==> src/hdl/l1_dcache_pkg.sv <==
/*
  Shared types and constants for the set-associative data cache.
  Modules import this in their bodies and use scoped names in port lists.
*/
package l1_dcache_pkg;

  // byte address and its split into tag, set index and line offset
  typedef logic [31:0] addr_t;
  typedef logic [20:0] tag_t;
  typedef logic [4:0]  index_t;
  typedef logic [5:0]  offset_t;

  // one bus word, and a full line with word 0 in the low bits
  typedef logic [63:0]  word_t;
  typedef logic [511:0] line_t;

  // data beats per line transfer
  localparam int BEATS = 8;

  // bus tags on request and response beats
  typedef logic [1:0] bus_tag_t;
  localparam bus_tag_t TAG_READ  = 2'b01;
  localparam bus_tag_t TAG_WRITE = 2'b10;

  // load and store operations
  typedef enum logic [3:0] {
    OP_LD,
    OP_LW,
    OP_LH,
    OP_LB,
    OP_LWU,
    OP_LHU,
    OP_LBU,
    OP_SD,
    OP_SW,
    OP_SH,
    OP_SB
  } mem_op_e;

  // controller sequence
  typedef enum logic [2:0] {
    S_IDLE,
    S_LOOKUP,
    S_WRITEBACK,
    S_FILL,
    S_INSTALL,
    S_RESPOND
  } ctrl_state_e;

endpackage

==> src/hdl/mem_cmd_if.sv <==
/*
  Command link between the cache controller and the bus engine.
  The controller starts writebacks and fills, the engine reports completion.
*/
`timescale 1ns/1ps

interface mem_cmd_if;
  import l1_dcache_pkg::*;

  // writeback of a dirty victim
  logic  wb_start;
  addr_t wb_addr;
  line_t wb_line;
  logic  wb_done;

  // line fill for a miss
  logic  fill_start;
  addr_t fill_addr;
  logic  fill_done;
  line_t fill_line;

  modport ctrl (
    output wb_start, wb_addr, wb_line, fill_start, fill_addr,
    input  wb_done, fill_done
  );

  modport engine (
    input  wb_start, wb_addr, wb_line, fill_start, fill_addr,
    output wb_done, fill_done, fill_line
  );

endinterface

==> src/hdl/bus_engine.sv <==
/*
  Bus side of the cache. Sends address and writeback beats with cyc/ack,
  acknowledges response beats and assembles eight of them into a fill line.
*/
`timescale 1ns/1ps

module bus_engine (
  input  logic                    clk,
  input  logic                    reset,
  input  logic                    bus_reqack,
  input  logic                    bus_respcyc,
  input  l1_dcache_pkg::word_t    bus_resp,
  input  l1_dcache_pkg::bus_tag_t bus_resptag,
  output logic                    bus_reqcyc,
  output l1_dcache_pkg::word_t    bus_req,
  output l1_dcache_pkg::bus_tag_t bus_reqtag,
  output logic                    bus_respack,
  mem_cmd_if.engine               cmd
);
  import l1_dcache_pkg::*;

  logic [3:0] beat_cnt;
  logic       wb_active;
  logic       fill_active;
  logic       req_accept;
  logic       wb_next;
  logic       resp_take;
  logic       resp_fill;
  line_t      wb_buf;
  line_t      fill_buf;

  // beat on the request side accepted this edge
  assign req_accept = bus_reqcyc && bus_reqack;
  // more writeback data still to send
  assign wb_next    = req_accept && wb_active && (beat_cnt != 4'(BEATS));

  // capture only once per beat, the ack cycle is skipped
  assign resp_take  = bus_respcyc && !bus_respack;
  assign resp_fill  = resp_take && fill_active && (bus_resptag == TAG_READ);

  assign cmd.fill_line = fill_buf;

  // handshake and beat counting
  always_ff @(posedge clk) begin
    if (!reset) begin
      bus_reqcyc    <= 1'b0;
      bus_respack   <= 1'b0;
      wb_active     <= 1'b0;
      fill_active   <= 1'b0;
      beat_cnt      <= '0;
      cmd.wb_done   <= 1'b0;
      cmd.fill_done <= 1'b0;
    end else begin
      cmd.wb_done   <= 1'b0;
      cmd.fill_done <= 1'b0;
      // every response beat is acked, stray tags too
      bus_respack   <= resp_take;

      if (cmd.wb_start) begin
        bus_reqcyc <= 1'b1;
        wb_active  <= 1'b1;
        beat_cnt   <= '0;
      end else if (cmd.fill_start) begin
        bus_reqcyc  <= 1'b1;
        fill_active <= 1'b1;
        beat_cnt    <= '0;
      end else if (wb_next) begin
        beat_cnt <= beat_cnt + 4'd1;
      end else if (req_accept) begin
        // last beat of the burst, or the single read address beat
        bus_reqcyc <= 1'b0;
        if (wb_active) begin
          wb_active   <= 1'b0;
          cmd.wb_done <= 1'b1;
        end
      end

      if (resp_fill) begin
        beat_cnt <= beat_cnt + 4'd1;
        if (beat_cnt == 4'(BEATS - 1)) begin
          fill_active   <= 1'b0;
          cmd.fill_done <= 1'b1;
        end
      end
    end
  end

  // beat payload and line buffers
  always_ff @(posedge clk) begin
    if (cmd.wb_start) begin
      bus_req    <= word_t'(cmd.wb_addr);
      bus_reqtag <= TAG_WRITE;
      wb_buf     <= cmd.wb_line;
    end else if (cmd.fill_start) begin
      bus_req    <= word_t'(cmd.fill_addr);
      bus_reqtag <= TAG_READ;
    end else if (wb_next) begin
      // word 0 goes out first
      bus_req <= wb_buf[63:0];
      wb_buf  <= wb_buf >> 64;
    end

    // shift in from the top so word 0 lands in the low bits
    if (resp_fill) begin
      fill_buf <= {bus_resp, fill_buf[511:64]};
    end
  end

endmodule

==> src/flat_wrapper.sv <==
// flat-port wrapper written by rule: the top's interface ports become plain ports
module bus_engine_flat import l1_dcache_pkg::*;
  (clk, reset, bus_reqack, bus_respcyc, bus_resp, bus_resptag, bus_reqcyc, bus_req, bus_reqtag, bus_respack, cmd_wb_start, cmd_wb_addr, cmd_wb_line, cmd_fill_start, cmd_fill_addr, cmd_wb_done, cmd_fill_done, cmd_fill_line);
  mem_cmd_if cmd_i ();
  input  logic clk;
  input  logic reset;
  input  logic bus_reqack;
  input  logic bus_respcyc;
  input  l1_dcache_pkg::word_t bus_resp;
  input  l1_dcache_pkg::bus_tag_t bus_resptag;
  output logic bus_reqcyc;
  output l1_dcache_pkg::word_t bus_req;
  output l1_dcache_pkg::bus_tag_t bus_reqtag;
  output logic bus_respack;
  input wire logic [$bits(cmd_i.wb_start)-1:0] cmd_wb_start;
  input wire logic [$bits(cmd_i.wb_addr)-1:0] cmd_wb_addr;
  input wire logic [$bits(cmd_i.wb_line)-1:0] cmd_wb_line;
  input wire logic [$bits(cmd_i.fill_start)-1:0] cmd_fill_start;
  input wire logic [$bits(cmd_i.fill_addr)-1:0] cmd_fill_addr;
  output wire logic [$bits(cmd_i.wb_done)-1:0] cmd_wb_done;
  output wire logic [$bits(cmd_i.fill_done)-1:0] cmd_fill_done;
  output wire logic [$bits(cmd_i.fill_line)-1:0] cmd_fill_line;
  assign cmd_i.wb_start = cmd_wb_start;
  assign cmd_i.wb_addr = cmd_wb_addr;
  assign cmd_i.wb_line = cmd_wb_line;
  assign cmd_i.fill_start = cmd_fill_start;
  assign cmd_i.fill_addr = cmd_fill_addr;
  assign cmd_wb_done = cmd_i.wb_done;
  assign cmd_fill_done = cmd_i.fill_done;
  assign cmd_fill_line = cmd_i.fill_line;
  bus_engine u_core (.clk(clk), .reset(reset), .bus_reqack(bus_reqack), .bus_respcyc(bus_respcyc), .bus_resp(bus_resp), .bus_resptag(bus_resptag), .bus_reqcyc(bus_reqcyc), .bus_req(bus_req), .bus_reqtag(bus_reqtag), .bus_respack(bus_respack), .cmd(cmd_i));
endmodule
==> config.mk <==
export PLATFORM = sky130hd
export DESIGN_NAME = bus_engine_flat
export DESIGN_NICKNAME = d
export VERILOG_FILES = /design/src/hdl/l1_dcache_pkg.sv /design/src/hdl/mem_cmd_if.sv /design/src/hdl/bus_engine.sv /design/src/flat_wrapper.sv
export SDC_FILE = /design/constraint.sdc
export NUM_CORES = 1
export LEC_CHECK = 0
export BUFFER_PORTS_ARGS = -buffer_cell sky130_fd_sc_hd__buf_2
export CORE_AREA = 2 2 479 481
export DETAILED_ROUTE_END_ITERATION = 12
export DIE_AREA = 0 0 481 483
export GPL_TIMING_DRIVEN = 0
export SYNTH_ARGS = -nofsm -noshare
export SYNTH_HDL_FRONTEND = slang
export SYNTH_SLANG_ARGS = --single-unit
export TNS_END_PERCENT = 1
==> constraint.sdc <==
create_clock -name clk -period 26.5 [get_ports clk]
set_input_delay 1.325 -clock clk [delete_from_list [all_inputs] [get_ports clk]]
set_output_delay 1.325 -clock clk [all_outputs]
set_load 0.005 [all_outputs]
==> summary.md <==
| Metric | Value |
|---|---|
| Critical path required time | 26.92 ns |
| Core Util, Final | about a quarter |
| Rel. slew slack | 18.9% |
| First-pass detailed-route iteration total | 5 |
| GRT overflow | 0 |
| Worst IR drop on VDD | between 0.05 and 0.06 mV |
| Final Hold Vio Count | 0 |
| Sequential-to-total area share from yosys stat | just over 80% |
| Post-Syn Area per Cell | 20.5 sq um |
| R2r setup slk | 22.33 ns |
| CTS Buf Count | approximately 130 |
| Antenna violations before repair | 131 |
| HP Class | reg -> reg |
| Core area | 0.227 sq mm |
| Reg2reg start | u_core.beat_cnt[0] |
| Clk_skew | 0.0254 ns |
| Pins over their slew limit | 0 |
| # resized after CTS | 0 |
| CP Class | in -> reg |
| First-iteration detailed-routing DRC count | 2031 |
| CP endpoint kind | register |
| Post-synth top flop | edfxtp_1 |
| Leak | 20.3 nW |
| Routed WL | roughly 170000 um |
| Critical path endpoint | u_core.wb_buf[173] |
| Most common library cells after synthesis | edfxtp_1 (1056), mux2_2 (448), nand2_1 (104) |
| Die W | a little under 500 um |
| CP arrival | 5.35 ns |
| CP max-delay cell | a21o_4 |
| Clk sinks | 1100 |
| Die Area | 0.232 sq mm |
| Most common cell in the netlist | edfxtp_1 |
| Detailed Place HPWL | 140000 um |
| First-pass GRT wire length | 220000 um |
| Period Utilization, post-route | 18.6% |
| EDFF count, synth | 1056 |
| Initial Util | between 15 and 20% |
| Final min period | 4.93 ns |
| Layout cells sized above 1 | approximately 57% |
| Yosys reg bits | 1100 |
| Hold Slack | 0.426 ns |
| Port bufs | between 1000 and 1500 |
| Post-CTS Setup Repair Bufs | 0 |
| TritonCTS clock tree | yes |
| Worst slew pin tran | 1.22 ns |
| Vias | 24100 |
| Root Buffer | clkbuf_16 |
| Area leader, netlist | edfxtp_1 |
| PwrDens | 74.7 mW/mm^2 |
| RD Place Congestion | slightly below 1 |
| Syn. warnings | 0 |
| RSZ-0062 raised after global routing | false |
| # DRC | 0 |
| Post-Synthesis Cell Area | 0.0397 sq mm |
| Startpoint types | input port |
| Crit path from | cmd_wb_start |
| Post-CTS Hold Fix Bufs | 0 |
| Fmax | 0.203 GHz |
| Clock transition at path regs | 0.07 ns |
| Vias in the first global route | 23800 |
| Routed wire per std cell | 26.5 um |
| Slowest stage delay, CP | 0.65 ns |
| Antenna-violating nets left | 0 |
| Crit path max fanout | between 70 and 80 |
| CTS Buffer Depth | 3 |
| Tot GR Track Use | 14.3% |
| FF-to-FF End | u_core.wb_buf[173] |
| Nets | about 4000 |
| Status | complete, no violations |
| Share of the synthesized area in the top cell type | 79.8% |
| Reg2reg path depth | 11 |
| FFs w/ async S/R, synth | 0% |
| Later-pin clock latency in the skew report | 0.77 ns |
| Via-to-Cell Ratio | approximately 3.7 |
| Library cells used by synthesis | 30 |
| Synth top area cells | edfxtp_1 (80%), mux2_2 (13%), dfxtp_1 (2.2%) |
| Syn nets | 2587 |
| Area Overhead vs Synth | 37.3% |
| DIE HEIGHT | approximately 480 um |
| Crit-path most repeated cell | buf_16 |
| Synth Instances | 1937 |
| MaxCap Viol Count | 0 |
| Largest net degree at the start of global routing | 73 |
| Critical path, cell by cell | buf_2 -> buf_2 -> clkbuf_2 -> buf_2 -> a21o_4 -> buf_16 -> buf_16 -> buf_16 -> buf_16 |
| I/O pin cnt | ~1200 |
| Setup Viol. Count Final | 0 |
| Cell Rows | 175 |
| H-Tree Level Count | 4 |
critical path, delay by kind of cell:
kind	cells	cell delay [ns]
buffers and inverters	8	3.06
AO/OA/AOI/OAI	1	0.65
routing by layer:
metal	part of all wire [%]	track usage, %	wire (um)
met5	0.27	0	460
met4	2.5	3.88	4340
met3	8.0	4.36	13700
met2	44	21.5	75900
met1	45	19.7	77200
power breakdown:
part	internal (mW)	total, mW	switching (mW)	leakage [nW]
Clock	1.04	1.82	0.778	2.09
Sequential	1.99	2.02	0.0339	10.4
Combinational	0.110	0.230	0.120	7.81
final cells by class:
cell class	instances	area, sq um
diodes	28	70.1
plain buffers	81	389
clock buffers	163	3470
clock inverters	80	828
fillers	23800	172000
inverters	7	26.3
multi-input cells	749	6740
flip-flops and latches	1100	32600
well taps	3009	3760
repair buffers	1250	6680
cell families after synthesis:
family	count (synthesis)	share of synthesized area [%]
AOI/OAI and AO/OA	80	1.09
buffers and inverters	88	1.04
adders and majority gates	2	0.0630
DFF	1100	82.0
muxes	480	13.5
and+or+nand+nor	187	2.26
worst min-delay path by stage:
stage                     cells past startpoint  slack, ns                         to                 startpoint
after floorplan                               2       0.42         u_core.cmd.wb_done           u_core.wb_active
after global placement                        0       0.42  u_core.cmd.fill_line[382]  u_core.cmd.fill_line[446]
after detailed placement                      0       0.43  u_core.cmd.fill_line[107]  u_core.cmd.fill_line[171]
after CTS                                     0       0.42   u_core.cmd.fill_line[59]  u_core.cmd.fill_line[123]
after global routing                          0       0.43   u_core.cmd.fill_line[59]  u_core.cmd.fill_line[123]
final                                         0       0.43  u_core.cmd.fill_line[157]  u_core.cmd.fill_line[221]
placed cells by master, fill, tap and decap left out, types with 2 or more instances in the layout:
cell,Yosys,layout
inv_1,7,7
nand3b_1,3,3
mux2_2,448,448
nand2_1,104,103
mux2i_1,32,32
inv_6,0,9
clkinv_2,0,18
nand2b_1,2,2
bufinv_16,0,10
a21oi_1,35,35
o21ai_0,36,36
clkinv_1,0,24
clkbuf_1,19,45
clkbuf_2,0,2
diode_2,0,28
clkbuf_16,0,134
buf_2,60,1286
nor2_1,6,5
ha_1,2,2
buf_12,0,16
and2_1,66,66
inv_16,0,4
clkinv_8,0,6
dfxtp_1,44,44
clkinv_4,0,2
edfxtp_1,1056,1056
o22ai_1,2,2
clkinvlp_4,0,5
buf_16,0,8
stage by stage:
step           total power [mW]  worst slack, ns   TNS, ns  cell area (sq um)  instances
4_1_cts                    4.14            21.54         0              54500       6439
3_5_place_dp               2.29            20.69         0              50200       6196
3_3_place_gp               2.32            -9.41  -4104.89              49600       6172
6_report                   4.08            21.57         0              54600       6467
2_1_floorplan              2.17             1.19         0              39700       1937
5_1_grt                    4.22            21.36         0              54500       6455
sequential cells by signal (all words and copies together), names as in the netlist, 2 cells and up:
register / count
u_core.bus_req: 64
u_core.bus_reqtag: 2
u_core.cmd.fill_line: 512
u_core.wb_buf: 512
u_core.beat_cnt: 4
No activity file was read; power rests on OpenSTA's default activity.
