## config.mk

```make
export PLATFORM = sky130hd
export DESIGN_NAME = cache_ctrl_flat
export DESIGN_NICKNAME = d
export VERILOG_FILES = /design/src/hdl/l1_dcache_pkg.sv /design/src/hdl/mem_cmd_if.sv /design/src/hdl/cache_ctrl.sv /design/src/flat_wrapper.sv
export SDC_FILE = /design/constraint.sdc
export NUM_CORES = 1
export LEC_CHECK = 0
export ABC_AREA = 0
export BUFFER_PORTS_ARGS = -buffer_cell sky130_fd_sc_hd__buf_2
export CELL_PAD_IN_SITES_DETAIL_PLACEMENT = 0
export CELL_PAD_IN_SITES_GLOBAL_PLACEMENT = 1
export CORE_AREA = 2 2 463 465
export CTS_BUF_LIST = sky130_fd_sc_hd__clkbuf_8
export DETAILED_ROUTE_END_ITERATION = 12
export DIE_AREA = 0 0 465 467
export HOLD_SLACK_MARGIN = 0.1
export PLACE_DENSITY = 0.3
export SLEW_MARGIN = 20
export SYNTH_ARGS = -nofsm -noshare
export SYNTH_HDL_FRONTEND = slang
export SYNTH_SLANG_ARGS = --single-unit
```

## constraint.sdc

```tcl
create_clock -name clk -period 4.2 [get_ports clk]
set_clock_uncertainty 0.1 [all_clocks]
set_input_delay 1.05 -clock clk [delete_from_list [all_inputs] [get_ports clk]]
set_output_delay 1.05 -clock clk [all_outputs]
set_load 0.03 [all_outputs]
```

## src/hdl/l1_dcache_pkg.sv

```systemverilog
/*
  Shared types and constants for the set-associative data cache.
  Modules import this in their bodies and use scoped names in port lists.
*/
package l1_dcache_pkg;

  // byte address and its split into tag, set index and line offset
  typedef logic [31:0] addr_t;
  typedef logic [20:0] tag_t;
  typedef logic [4:0]  index_t;
  typedef logic [5:0]  offset_t;

  // one bus word, and a full line with word 0 in the low bits
  typedef logic [63:0]  word_t;
  typedef logic [511:0] line_t;

  // data beats per line transfer
  localparam int BEATS = 8;

  // bus tags on request and response beats
  typedef logic [1:0] bus_tag_t;
  localparam bus_tag_t TAG_READ  = 2'b01;
  localparam bus_tag_t TAG_WRITE = 2'b10;

  // load and store operations
  typedef enum logic [3:0] {
    OP_LD,
    OP_LW,
    OP_LH,
    OP_LB,
    OP_LWU,
    OP_LHU,
    OP_LBU,
    OP_SD,
    OP_SW,
    OP_SH,
    OP_SB
  } mem_op_e;

  // controller sequence
  typedef enum logic [2:0] {
    S_IDLE,
    S_LOOKUP,
    S_WRITEBACK,
    S_FILL,
    S_INSTALL,
    S_RESPOND
  } ctrl_state_e;

endpackage

```

## src/hdl/mem_cmd_if.sv

```systemverilog
/*
  Command link between the cache controller and the bus engine.
  The controller starts writebacks and fills, the engine reports completion.
*/
`timescale 1ns/1ps

interface mem_cmd_if;
  import l1_dcache_pkg::*;

  // writeback of a dirty victim
  logic  wb_start;
  addr_t wb_addr;
  line_t wb_line;
  logic  wb_done;

  // line fill for a miss
  logic  fill_start;
  addr_t fill_addr;
  logic  fill_done;
  line_t fill_line;

  modport ctrl (
    output wb_start, wb_addr, wb_line, fill_start, fill_addr,
    input  wb_done, fill_done
  );

  modport engine (
    input  wb_start, wb_addr, wb_line, fill_start, fill_addr,
    output wb_done, fill_done, fill_line
  );

endinterface

```

## src/hdl/cache_ctrl.sv

```systemverilog
/*
  Request sequencer of the data cache. Accepts one CPU access at a time and
  steps through lookup, optional writeback, fill, install and response.
*/
`timescale 1ns/1ps

module cache_ctrl #(
  parameter int WAYS = 4
) (
  input  logic                    clk,
  input  logic                    reset,
  input  logic                    req,
  input  logic                    write,
  input  l1_dcache_pkg::addr_t    addr,
  input  l1_dcache_pkg::mem_op_e  op,
  input  logic                    hit,
  input  logic [$clog2(WAYS)-1:0] hit_way,
  input  logic [$clog2(WAYS)-1:0] victim_way,
  input  logic                    victim_dirty,
  input  l1_dcache_pkg::tag_t     victim_tag,
  input  l1_dcache_pkg::line_t    victim_line,
  output l1_dcache_pkg::index_t   lookup_index,
  output logic                    install_en,
  output logic [$clog2(WAYS)-1:0] install_way,
  output l1_dcache_pkg::tag_t     install_tag,
  output logic                    install_dirty,
  output logic                    store_en,
  output logic [$clog2(WAYS)-1:0] store_way,
  output l1_dcache_pkg::offset_t  store_offset,
  output logic                    done,
  output logic                    busy,
  mem_cmd_if.ctrl                 cmd
);
  import l1_dcache_pkg::*;

  localparam int WAY_W = $clog2(WAYS);

  ctrl_state_e      state;
  ctrl_state_e      state_nxt;
  addr_t            addr_q;
  logic             store_q;
  logic [WAY_W-1:0] way_q;
  logic             miss_dirty;
  logic             miss_clean;

  // latched address split into tag, index and offset
  assign {install_tag, lookup_index, store_offset} = addr_q;

  assign miss_dirty = (state == S_LOOKUP) && !hit && victim_dirty;
  assign miss_clean = (state == S_LOOKUP) && !hit && !victim_dirty;

  always_comb begin
    state_nxt = state;
    case (state)
      S_IDLE:      if (req) state_nxt = S_LOOKUP;
      S_LOOKUP: begin
        if (hit) begin
          state_nxt = S_RESPOND;
        end else if (victim_dirty) begin
          state_nxt = S_WRITEBACK;
        end else begin
          state_nxt = S_FILL;
        end
      end
      S_WRITEBACK: if (cmd.wb_done) state_nxt = S_FILL;
      S_FILL:      if (cmd.fill_done) state_nxt = S_INSTALL;
      S_INSTALL:   state_nxt = S_RESPOND;
      // req is ignored here, back to idle regardless
      S_RESPOND:   state_nxt = S_IDLE;
      default:     state_nxt = S_IDLE;
    endcase
  end

  always_ff @(posedge clk) begin
    if (!reset) begin
      state <= S_IDLE;
    end else begin
      state <= state_nxt;
    end
  end

  // request capture at acceptance, way choice once the lookup is valid
  always_ff @(posedge clk) begin
    if (state == S_IDLE && req) begin
      addr_q  <= addr;
      store_q <= write && (op inside {OP_SD, OP_SW, OP_SH, OP_SB});
    end
    if (state == S_LOOKUP) begin
      way_q <= hit ? hit_way : victim_way;
    end
  end

  // fill lands clean in the chosen way
  assign install_en    = (state == S_INSTALL);
  assign install_way   = way_q;
  assign install_dirty = 1'b0;

  // store merge happens during respond, on hit and miss alike
  assign store_en  = (state == S_RESPOND) && store_q;
  assign store_way = way_q;

  assign done = (state == S_RESPOND);
  assign busy = (state != S_IDLE);

  // writeback of the victim line straight from the arrays
  assign cmd.wb_start = miss_dirty;
  assign cmd.wb_addr  = {victim_tag, lookup_index, offset_t'(0)};
  assign cmd.wb_line  = victim_line;

  // fill right after lookup, or once the writeback drains
  assign cmd.fill_start = miss_clean || ((state == S_WRITEBACK) && cmd.wb_done);
  assign cmd.fill_addr  = {install_tag, lookup_index, offset_t'(0)};

endmodule

```

## src/flat_wrapper.sv

```systemverilog
// flat-port wrapper written by rule: the top's interface ports become plain ports
module cache_ctrl_flat import l1_dcache_pkg::*;
#(
  parameter int WAYS = 4
)
  (clk, reset, req, write, addr, op, hit, hit_way, victim_way, victim_dirty, victim_tag, victim_line, lookup_index, install_en, install_way, install_tag, install_dirty, store_en, store_way, store_offset, done, busy, cmd_wb_start, cmd_wb_addr, cmd_wb_line, cmd_fill_start, cmd_fill_addr, cmd_wb_done, cmd_fill_done);
  mem_cmd_if cmd_i ();
  input  logic clk;
  input  logic reset;
  input  logic req;
  input  logic write;
  input  l1_dcache_pkg::addr_t addr;
  input  l1_dcache_pkg::mem_op_e op;
  input  logic hit;
  input  logic [$clog2(WAYS)-1:0] hit_way;
  input  logic [$clog2(WAYS)-1:0] victim_way;
  input  logic victim_dirty;
  input  l1_dcache_pkg::tag_t victim_tag;
  input  l1_dcache_pkg::line_t victim_line;
  output l1_dcache_pkg::index_t lookup_index;
  output logic install_en;
  output logic [$clog2(WAYS)-1:0] install_way;
  output l1_dcache_pkg::tag_t install_tag;
  output logic install_dirty;
  output logic store_en;
  output logic [$clog2(WAYS)-1:0] store_way;
  output l1_dcache_pkg::offset_t store_offset;
  output logic done;
  output logic busy;
  output wire logic [$bits(cmd_i.wb_start)-1:0] cmd_wb_start;
  output wire logic [$bits(cmd_i.wb_addr)-1:0] cmd_wb_addr;
  output wire logic [$bits(cmd_i.wb_line)-1:0] cmd_wb_line;
  output wire logic [$bits(cmd_i.fill_start)-1:0] cmd_fill_start;
  output wire logic [$bits(cmd_i.fill_addr)-1:0] cmd_fill_addr;
  input wire logic [$bits(cmd_i.wb_done)-1:0] cmd_wb_done;
  input wire logic [$bits(cmd_i.fill_done)-1:0] cmd_fill_done;
  assign cmd_wb_start = cmd_i.wb_start;
  assign cmd_wb_addr = cmd_i.wb_addr;
  assign cmd_wb_line = cmd_i.wb_line;
  assign cmd_fill_start = cmd_i.fill_start;
  assign cmd_fill_addr = cmd_i.fill_addr;
  assign cmd_i.wb_done = cmd_wb_done;
  assign cmd_i.fill_done = cmd_fill_done;
  cache_ctrl #(.WAYS(WAYS)) u_core (.clk(clk), .reset(reset), .req(req), .write(write), .addr(addr), .op(op), .hit(hit), .hit_way(hit_way), .victim_way(victim_way), .victim_dirty(victim_dirty), .victim_tag(victim_tag), .victim_line(victim_line), .lookup_index(lookup_index), .install_en(install_en), .install_way(install_way), .install_tag(install_tag), .install_dirty(install_dirty), .store_en(store_en), .store_way(store_way), .store_offset(store_offset), .done(done), .busy(busy), .cmd(cmd_i));
endmodule
```

==> results.yml, run 1 <==
pwr:
  cell_internal_pwr_uw: 776
  power.share.combinational_pct: 24.3
  seqPwrFrac_pct: 37.5
  net-switching-power_uw: 523
  power_mw: 1.30
  power_per_cell_area_mw_per_mm2: 229
  vdd_ir_drop_max_mv: 0.117
  leakage_nw: 1.04
  power_switching_share_pct: 40.3
  p_clk_share_pct: 38.2
global_route:
  grt_max_degree: 27
  grt-ovfl-total: 0
  antenna_found_initial: 13
  global_route.usage.total_pct: 12.6
  first_global_vias: 2293
  global_route_wire_length_before_repair_um: 148000
run:
  cap_viol_max_count: 0
synth:
  adder_cell_fraction_of_synth_area_pct: 0
  syn_area_sq_mm: 0.00570
  synth.mux.area_fraction_pct: 0.746
  avgSynthCellArea_sq_um: 8.75
  area_fraction_in_compound_gates_after_synthesis_pct: 0.812
  synth_simple_gate_area_share_pct: 2.41
  yosysUniqueCellTypes: 27
  post_synth_main_area_contributors: "sky130_fd_sc_hd__buf_4 76%, sky130_fd_sc_hd__edfxtp_1 18%, sky130_fd_sc_hd__dfxtp_1 1.1%"
  synthDominantAreaCellType: "sky130_fd_sc_hd__buf_4"
  ys_warn_count: 0
  synth_top_area_share_pct: 76.3
  main_combinational_cell_family_by_area_after_synthesis: "buffers and inverters"
  ys_seq_area_share_pct: 19.5
  synth_seq_cells: 38
  synthXorXnorAreaFrac_pct: 0
  syn-instance-count: 652
timing:
  max_slew.worst_pin.slew_ns: 0.589
  timing.max_slew.rel_slack_pct: 60.8
  slack_of_the_critical_path_ns: 1.14
  setup_viol_count_final: 0
  clock.fmax_ghz: 0.327
  final-max-slew-violation-count: 0
  grt_setup_unrepaired: "false"
  tns_ns: 0
  whs_ns: 0.548
  timing.final.crit_share_pct: 72.9
  finalCriticalPeriod_ns: 3.06
  finalHoldViolations: 0
critical_path:
  crit_chain: "buf_2 -> and2b_4 -> nand2_1 -> nor3_1 -> buf_2"
  timing.setup.critical_path_class: "input port to output pin"
  crit_path_max_fanout: 4
  critical_path.top_delay_family: "simple AND/OR/NAND/NOR gates"
  critical_path.startpoint_type: "input port"
  endpoint_kind: "output pin"
  critPathMaxStageDelay_ns: 0.27
  cp_num_buf_inv: 2
  critical_path.slowest_cell: "sky130_fd_sc_hd__and2b_4"
  crit_top_cell: "sky130_fd_sc_hd__buf_2"
  worstPathRequired_ns: 3.05
  data_arrival_critical_path_ns: 1.91
detailed_routing:
  route.vias.total: 2477
  post_route_drc: 0
  vias_per_cell: 0.816
  drt-pass1-iter-count: 4
  detail_route.wirelength_um: 143000
  drt_first_iter_violations: 119
  wire_per_inst_um: 47.0
  postRouteAntennaNets: 0
floorplan:
  die_height_um: 467
  chipWidth_um: 465
  row_count: 169
  effective_utilization_at_floorplan_pct: 2.69
  io-pin-count: 1200
  floorplan.die_area_sq_mm: 0.217
  placeable_core_region_sq_mm: 0.212
cts:
  worst_setup_hold_path_clk_slew_ns: 0.15
  clkLatencyLatePin_ns: 0.42
  post-cts-setup-buffer-count: 0
  clk_path_buf_depth: 2
  cts_tree: "done"
  htreeDepth: 2
  cts_repair_resize_count: 0
  clock-sinks: 38
  cts-root-buf: "sky130_fd_sc_hd__clkbuf_8"
  hold_buffers: 0
  tritoncts.num_buffers: 5
layout:
  utilization_pct: 2.68
  n_fill_cell: 25193
  fin_nets: 792
  layoutNonFillerInstCount: 3034
  final_area_sq_mm: 0.00568
  final_layout_size_suffix_gt1_share_pct: 64.6
  syn_to_final_growth_pct: -0.505
place:
  port_buffers: 120
  dp_cells: 3025
  post_dp_area_sq_mm: 0.00554
  post-place-ws_ns: 1.12
  place_congestion: 0.747
  place_hpwl_um: 139000
outcome:
  result_of_the_run: "finished, final reports clean"
hold_path:
  hold_path_class: "flop to flop"
-- sequential cells by signal, summed over array words and instances (netlist names) --
| register | cells |
|---|---|
| u_core.install_way | 2 |
| u_core.store_q | 1 |
| u_core.addr_q | 32 |
| u_core.state | 3 |
-- kinds of logic after synthesis --
group,Yosys count
flops,38
compound gates,6
simple gates,21
other cells,1
buf+inv,582
mux,4
-- path summary, 6_finish.rpt --
check / start / endpoint / slack [ns] / cells past startpoint
hold / removal: u_core.state[2]$_SDFFE_PN0P_ / u_core.state[1]$_SDFFE_PN0P_ / 0.55 / 1
setup reg to reg: u_core.state[1]$_SDFFE_PN0P_ / u_core.addr_q[14]$_DFFE_PP_ / 1.96 / 3
hold reg to reg: u_core.state[2]$_SDFFE_PN0P_ / u_core.state[1]$_SDFFE_PN0P_ / 0.55 / 1
setup / recovery: hit / cmd_wb_start / 1.14 / 5
-- layout by cell type, fill, tap and decap left out, drive strengths merged --
| master | Yosys | layout |
|---|---|---|
| a21boi | 1 | 1 |
| a21oi | 1 | 1 |
| a22oi | 1 | 1 |
| and2 | 2 | 2 |
| and2b | 1 | 1 |
| and3b | 1 | 1 |
| and4bb | 1 | 1 |
| buf | 581 | 121 |
| bufinv | 0 | 2 |
| clkbuf | 0 | 5 |
| clkinv | 0 | 1 |
| conb | 1 | 13 |
| dfxtp | 3 | 3 |
| diode | 0 | 1 |
| edfxtp | 35 | 35 |
| inv | 1 | 1 |
| mux2 | 2 | 2 |
| mux2i | 2 | 2 |
| nand2 | 2 | 2 |
| nand3 | 1 | 1 |
| nand3b | 1 | 1 |
| nand4b | 1 | 1 |
| nor2 | 5 | 5 |
| nor2b | 1 | 1 |
| nor3 | 1 | 1 |
| nor3b | 3 | 3 |
| o21a | 1 | 1 |
| o21ai | 1 | 1 |
| o311a | 1 | 1 |
| or3 | 1 | 1 |
-- final cells by class --
cell class	count	area, sq um	share of cell area, %
well taps	2821	3530	62.2
diodes	1	2.50	0.0441
inverters	1	3.75	0.0661
clock inverters	3	68.8	1.21
repair buffers	121	608	10.7
multi-input cells	44	283	4.98
clock buffers	5	68.8	1.21
flip-flops and latches	38	1110	19.6
-- power groups by stage --
stage          combinational, mW  clock, mW  sequential, mW
2_1_floorplan               1.13          0           0.550
3_3_place_gp               0.324          0           0.497
3_5_place_dp               0.323          0           0.496
4_1_cts                    0.323      0.560           0.488
5_1_grt                    0.334      0.552           0.492
6_report                   0.316      0.496           0.487
-- routing by layer --
layer  vias to the layer above  GRT usage (%)  share of wire, %
met5                         -           1.89              0.42
met1                       706           2.03               5.6
met2                       980           18.8                42
met4                        16           4.71               4.1
met3                       235           28.1                48
li1                        540              -                 -
-- worst reg2reg max path: stages, from the launching register on --
cell	delay (ns)
sky130_fd_sc_hd__dfxtp_1	0.47
sky130_fd_sc_hd__or3_4	0.46
sky130_fd_sc_hd__nor2_4	0.24
sky130_fd_sc_hd__buf_4	0.49
-- cells in the mapped netlist --
master / n
sky130_fd_sc_hd__nor3b_1: 3
sky130_fd_sc_hd__inv_1: 1
sky130_fd_sc_hd__nand4b_1: 1
sky130_fd_sc_hd__buf_2: 1
sky130_fd_sc_hd__and3b_2: 1
sky130_fd_sc_hd__mux2i_1: 2
sky130_fd_sc_hd__edfxtp_1: 35
sky130_fd_sc_hd__mux2_2: 2
sky130_fd_sc_hd__a21oi_2: 1
sky130_fd_sc_hd__o21a_1: 1
sky130_fd_sc_hd__conb_1: 1
sky130_fd_sc_hd__buf_4: 580
sky130_fd_sc_hd__nor2b_1: 1
sky130_fd_sc_hd__dfxtp_1: 3
sky130_fd_sc_hd__or3_4: 1
sky130_fd_sc_hd__o21ai_0: 1
sky130_fd_sc_hd__nor3_1: 1
sky130_fd_sc_hd__nor2_1: 5
sky130_fd_sc_hd__and2_1: 2
sky130_fd_sc_hd__and2b_4: 1
sky130_fd_sc_hd__o311a_1: 1
sky130_fd_sc_hd__nand3_1: 1
sky130_fd_sc_hd__nand2_1: 2
sky130_fd_sc_hd__a22oi_1: 1
sky130_fd_sc_hd__and4bb_2: 1
sky130_fd_sc_hd__a21boi_0: 1
sky130_fd_sc_hd__nand3b_1: 1
Note: power is estimated with default switching activity, not from simulation.
==> run 2: changes to the inputs <==
- CORE_AREA: 2 2 463 465 -> 2 2 465 467
- DIE_AREA: 0 0 465 467 -> 0 0 467 469
- clock period: 4.2 -> 2.91 ns (I/O delays scaled with it)
==> run 2 against run 1 <==
  * Critical endpoint is now store_en
  * Non-clock buffer count unchanged
  * Worst setup slack got worse by 0.73 ns
  * Flip-flop and latch count unchanged
  * First-iteration DRC count increased by 5.0%
  * Cell count increased by 0.63%
  * Sequential power increased by 46%
  * Clock power decreased by 11%
  * Combinational power increased by 41%
==> results.yml, run 2 (synthesis gave the netlist of run 1 again) <==
outcome:
  result_of_the_run: "finished, final reports clean"
cts:
  tritoncts.num_buffers: 5
  worst_setup_hold_path_clk_slew_ns: 0.10
  clkLatencyLatePin_ns: 0.37
  clk_path_buf_depth: 2
  cts_tree: "done"
  hold_buffers: 0
  clock-sinks: 38
  post-cts-setup-buffer-count: 0
  cts_repair_resize_count: 0
  htreeDepth: 2
  cts-root-buf: "sky130_fd_sc_hd__clkbuf_8"
layout:
  fin_nets: 792
  final_area_sq_mm: 0.00565
  final_layout_size_suffix_gt1_share_pct: 64.2
  syn_to_final_growth_pct: -0.965
  final_common_cell: "sky130_fd_sc_hd__buf_2"
  n_fill_cell: 25525
  reg_with_most_ffs: "u_core.addr_q"
  mostFrequentLayoutCells: "120 x sky130_fd_sc_hd__buf_2, 35 x sky130_fd_sc_hd__edfxtp_1, 13 x sky130_fd_sc_hd__conb_1, 5 x sky130_fd_sc_hd__clkbuf_8, 4 x sky130_fd_sc_hd__nor2_1"
  largest_register_ff_count: 32
floorplan:
  row_count: 170
  floorplan.die_area_sq_mm: 0.219
  io-pin-count: 1200
  effective_utilization_at_floorplan_pct: 2.67
  chipWidth_um: 467
  placeable_core_region_sq_mm: 0.214
  die_height_um: 469
global_route:
  global_route_wire_length_before_repair_um: 151000
  antenna_found_initial: 18
  global_route.usage.total_pct: 12.7
  first_global_vias: 2415
  grt_max_degree: 34
  grt-ovfl-total: 0
timing:
  timing.max_slew.rel_slack_pct: 61.1
  finalCriticalPeriod_ns: 2.50
  timing.final.crit_share_pct: 85.8
  whs_ns: 0.426
  tns_ns: 0
  final-max-slew-violation-count: 0
  finalHoldViolations: 0
  grt_setup_unrepaired: "false"
  clock.fmax_ghz: 0.400
  setup_viol_count_final: 0
  max_slew.worst_pin.slew_ns: 0.584
  slack_of_the_critical_path_ns: 0.413
critical_path:
  endpoint_kind: "output pin"
  crit_path_max_fanout: 12
  critical_path.startpoint_type: "flop"
  timing.setup.critical_path_class: "flop to output pin"
  worstPathRequired_ns: 2.08
  data_arrival_critical_path_ns: 1.67
place:
  port_buffers: 120
  post_dp_area_sq_mm: 0.00556
  post-place-ws_ns: 0.380
  place_congestion: 0.808
  place_hpwl_um: 142000
detailed_routing:
  route.vias.total: 2655
  detail_route.wirelength_um: 146000
  vias_per_cell: 0.870
  drt-pass1-iter-count: 4
  post_route_drc: 0
  drt_first_iter_violations: 125
  wire_per_inst_um: 47.7
  postRouteAntennaNets: 0
pwr:
  leakage_nw: 1.01
  vdd_ir_drop_max_mv: 0.150
  power_mw: 1.60
  power_per_cell_area_mw_per_mm2: 283
hold_path:
  hold_path_class: "input port to flop"
run:
  cap_viol_max_count: 0
-- run 2: cell count changes in the layout (fill, tap and decap cells not counted) --
| cell | previous run | this run |
|---|---|---|
| sky130_fd_sc_hd__bufinv_16 | 2 | 0 |
| sky130_fd_sc_hd__clkinv_1 | 0 | 1 |
| sky130_fd_sc_hd__diode_2 | 1 | 3 |
| sky130_fd_sc_hd__clkinv_2 | 0 | 1 |
| sky130_fd_sc_hd__clkinv_4 | 1 | 0 |
| sky130_fd_sc_hd__clkinvlp_4 | 0 | 1 |
-- run 2: power breakdown --
| group | switching (mW) | internal (mW) |
|---|---|---|
| sequential | 0.0483 | 0.665 |
| clock | 0.278 | 0.165 |
| combinational | 0.335 | 0.110 |
| total | 0.662 | 0.939 |
-- run 2: final timing paths --
check / startpoint / endpoint / slack [ns] / cells past startpoint
worst min register to register: u_core.state[2]$_SDFFE_PN0P_ / u_core.state[1]$_SDFFE_PN0P_ / 0.59 / 1
worst max-delay path: u_core.state[1]$_SDFFE_PN0P_ / store_en / 0.41 / 3
worst min-delay path: addr[9] / u_core.addr_q[9]$_DFFE_PP_ / 0.43 / 1
worst max register to register: u_core.state[1]$_SDFFE_PN0P_ / u_core.store_q$_DFFE_PP_ / 0.97 / 3
-- run 2: final cells by class --
cell class	instances	area (sq um)	share of cell area (%)
clock buffers	5	68.8	1.22
multi-input cells	44	283	5.01
diodes	3	7.51	0.133
repair buffers	121	608	10.8
clock inverters	3	16.3	0.288
inverters	1	3.75	0.0664
well taps	2838	3550	62.9
flip-flops and latches	38	1110	19.7
-- run 2: worst max-delay path, stage by stage (launching register included) --
cell and delay [ns]:
sky130_fd_sc_hd__dfxtp_1 0.59, sky130_fd_sc_hd__and3b_2 0.34, sky130_fd_sc_hd__and2_1 0.18, sky130_fd_sc_hd__buf_2 0.18
-- run 2: stage by stage --
| stage | cells | util [%] |
|---|---|---|
| floorplan | 664 | - |
| global placement | 3042 | 2.60 |
| detailed placement | 3042 | 2.60 |
| CTS | 3050 | 2.64 |
| global route | 3052 | 2.64 |
| finish | 3053 | 2.64 |
-- run 2: metal layers --
metal	vias to the layer above	routed length (um)	share of wire, %	track usage [%]
li1	544	-	-	-
met1	707	6710	4.6	1.79
met2	1179	63900	44	19.7
met3	221	69800	48	28.3
met4	4	5040	3.5	4.07
met5	-	201	0.14	0.931
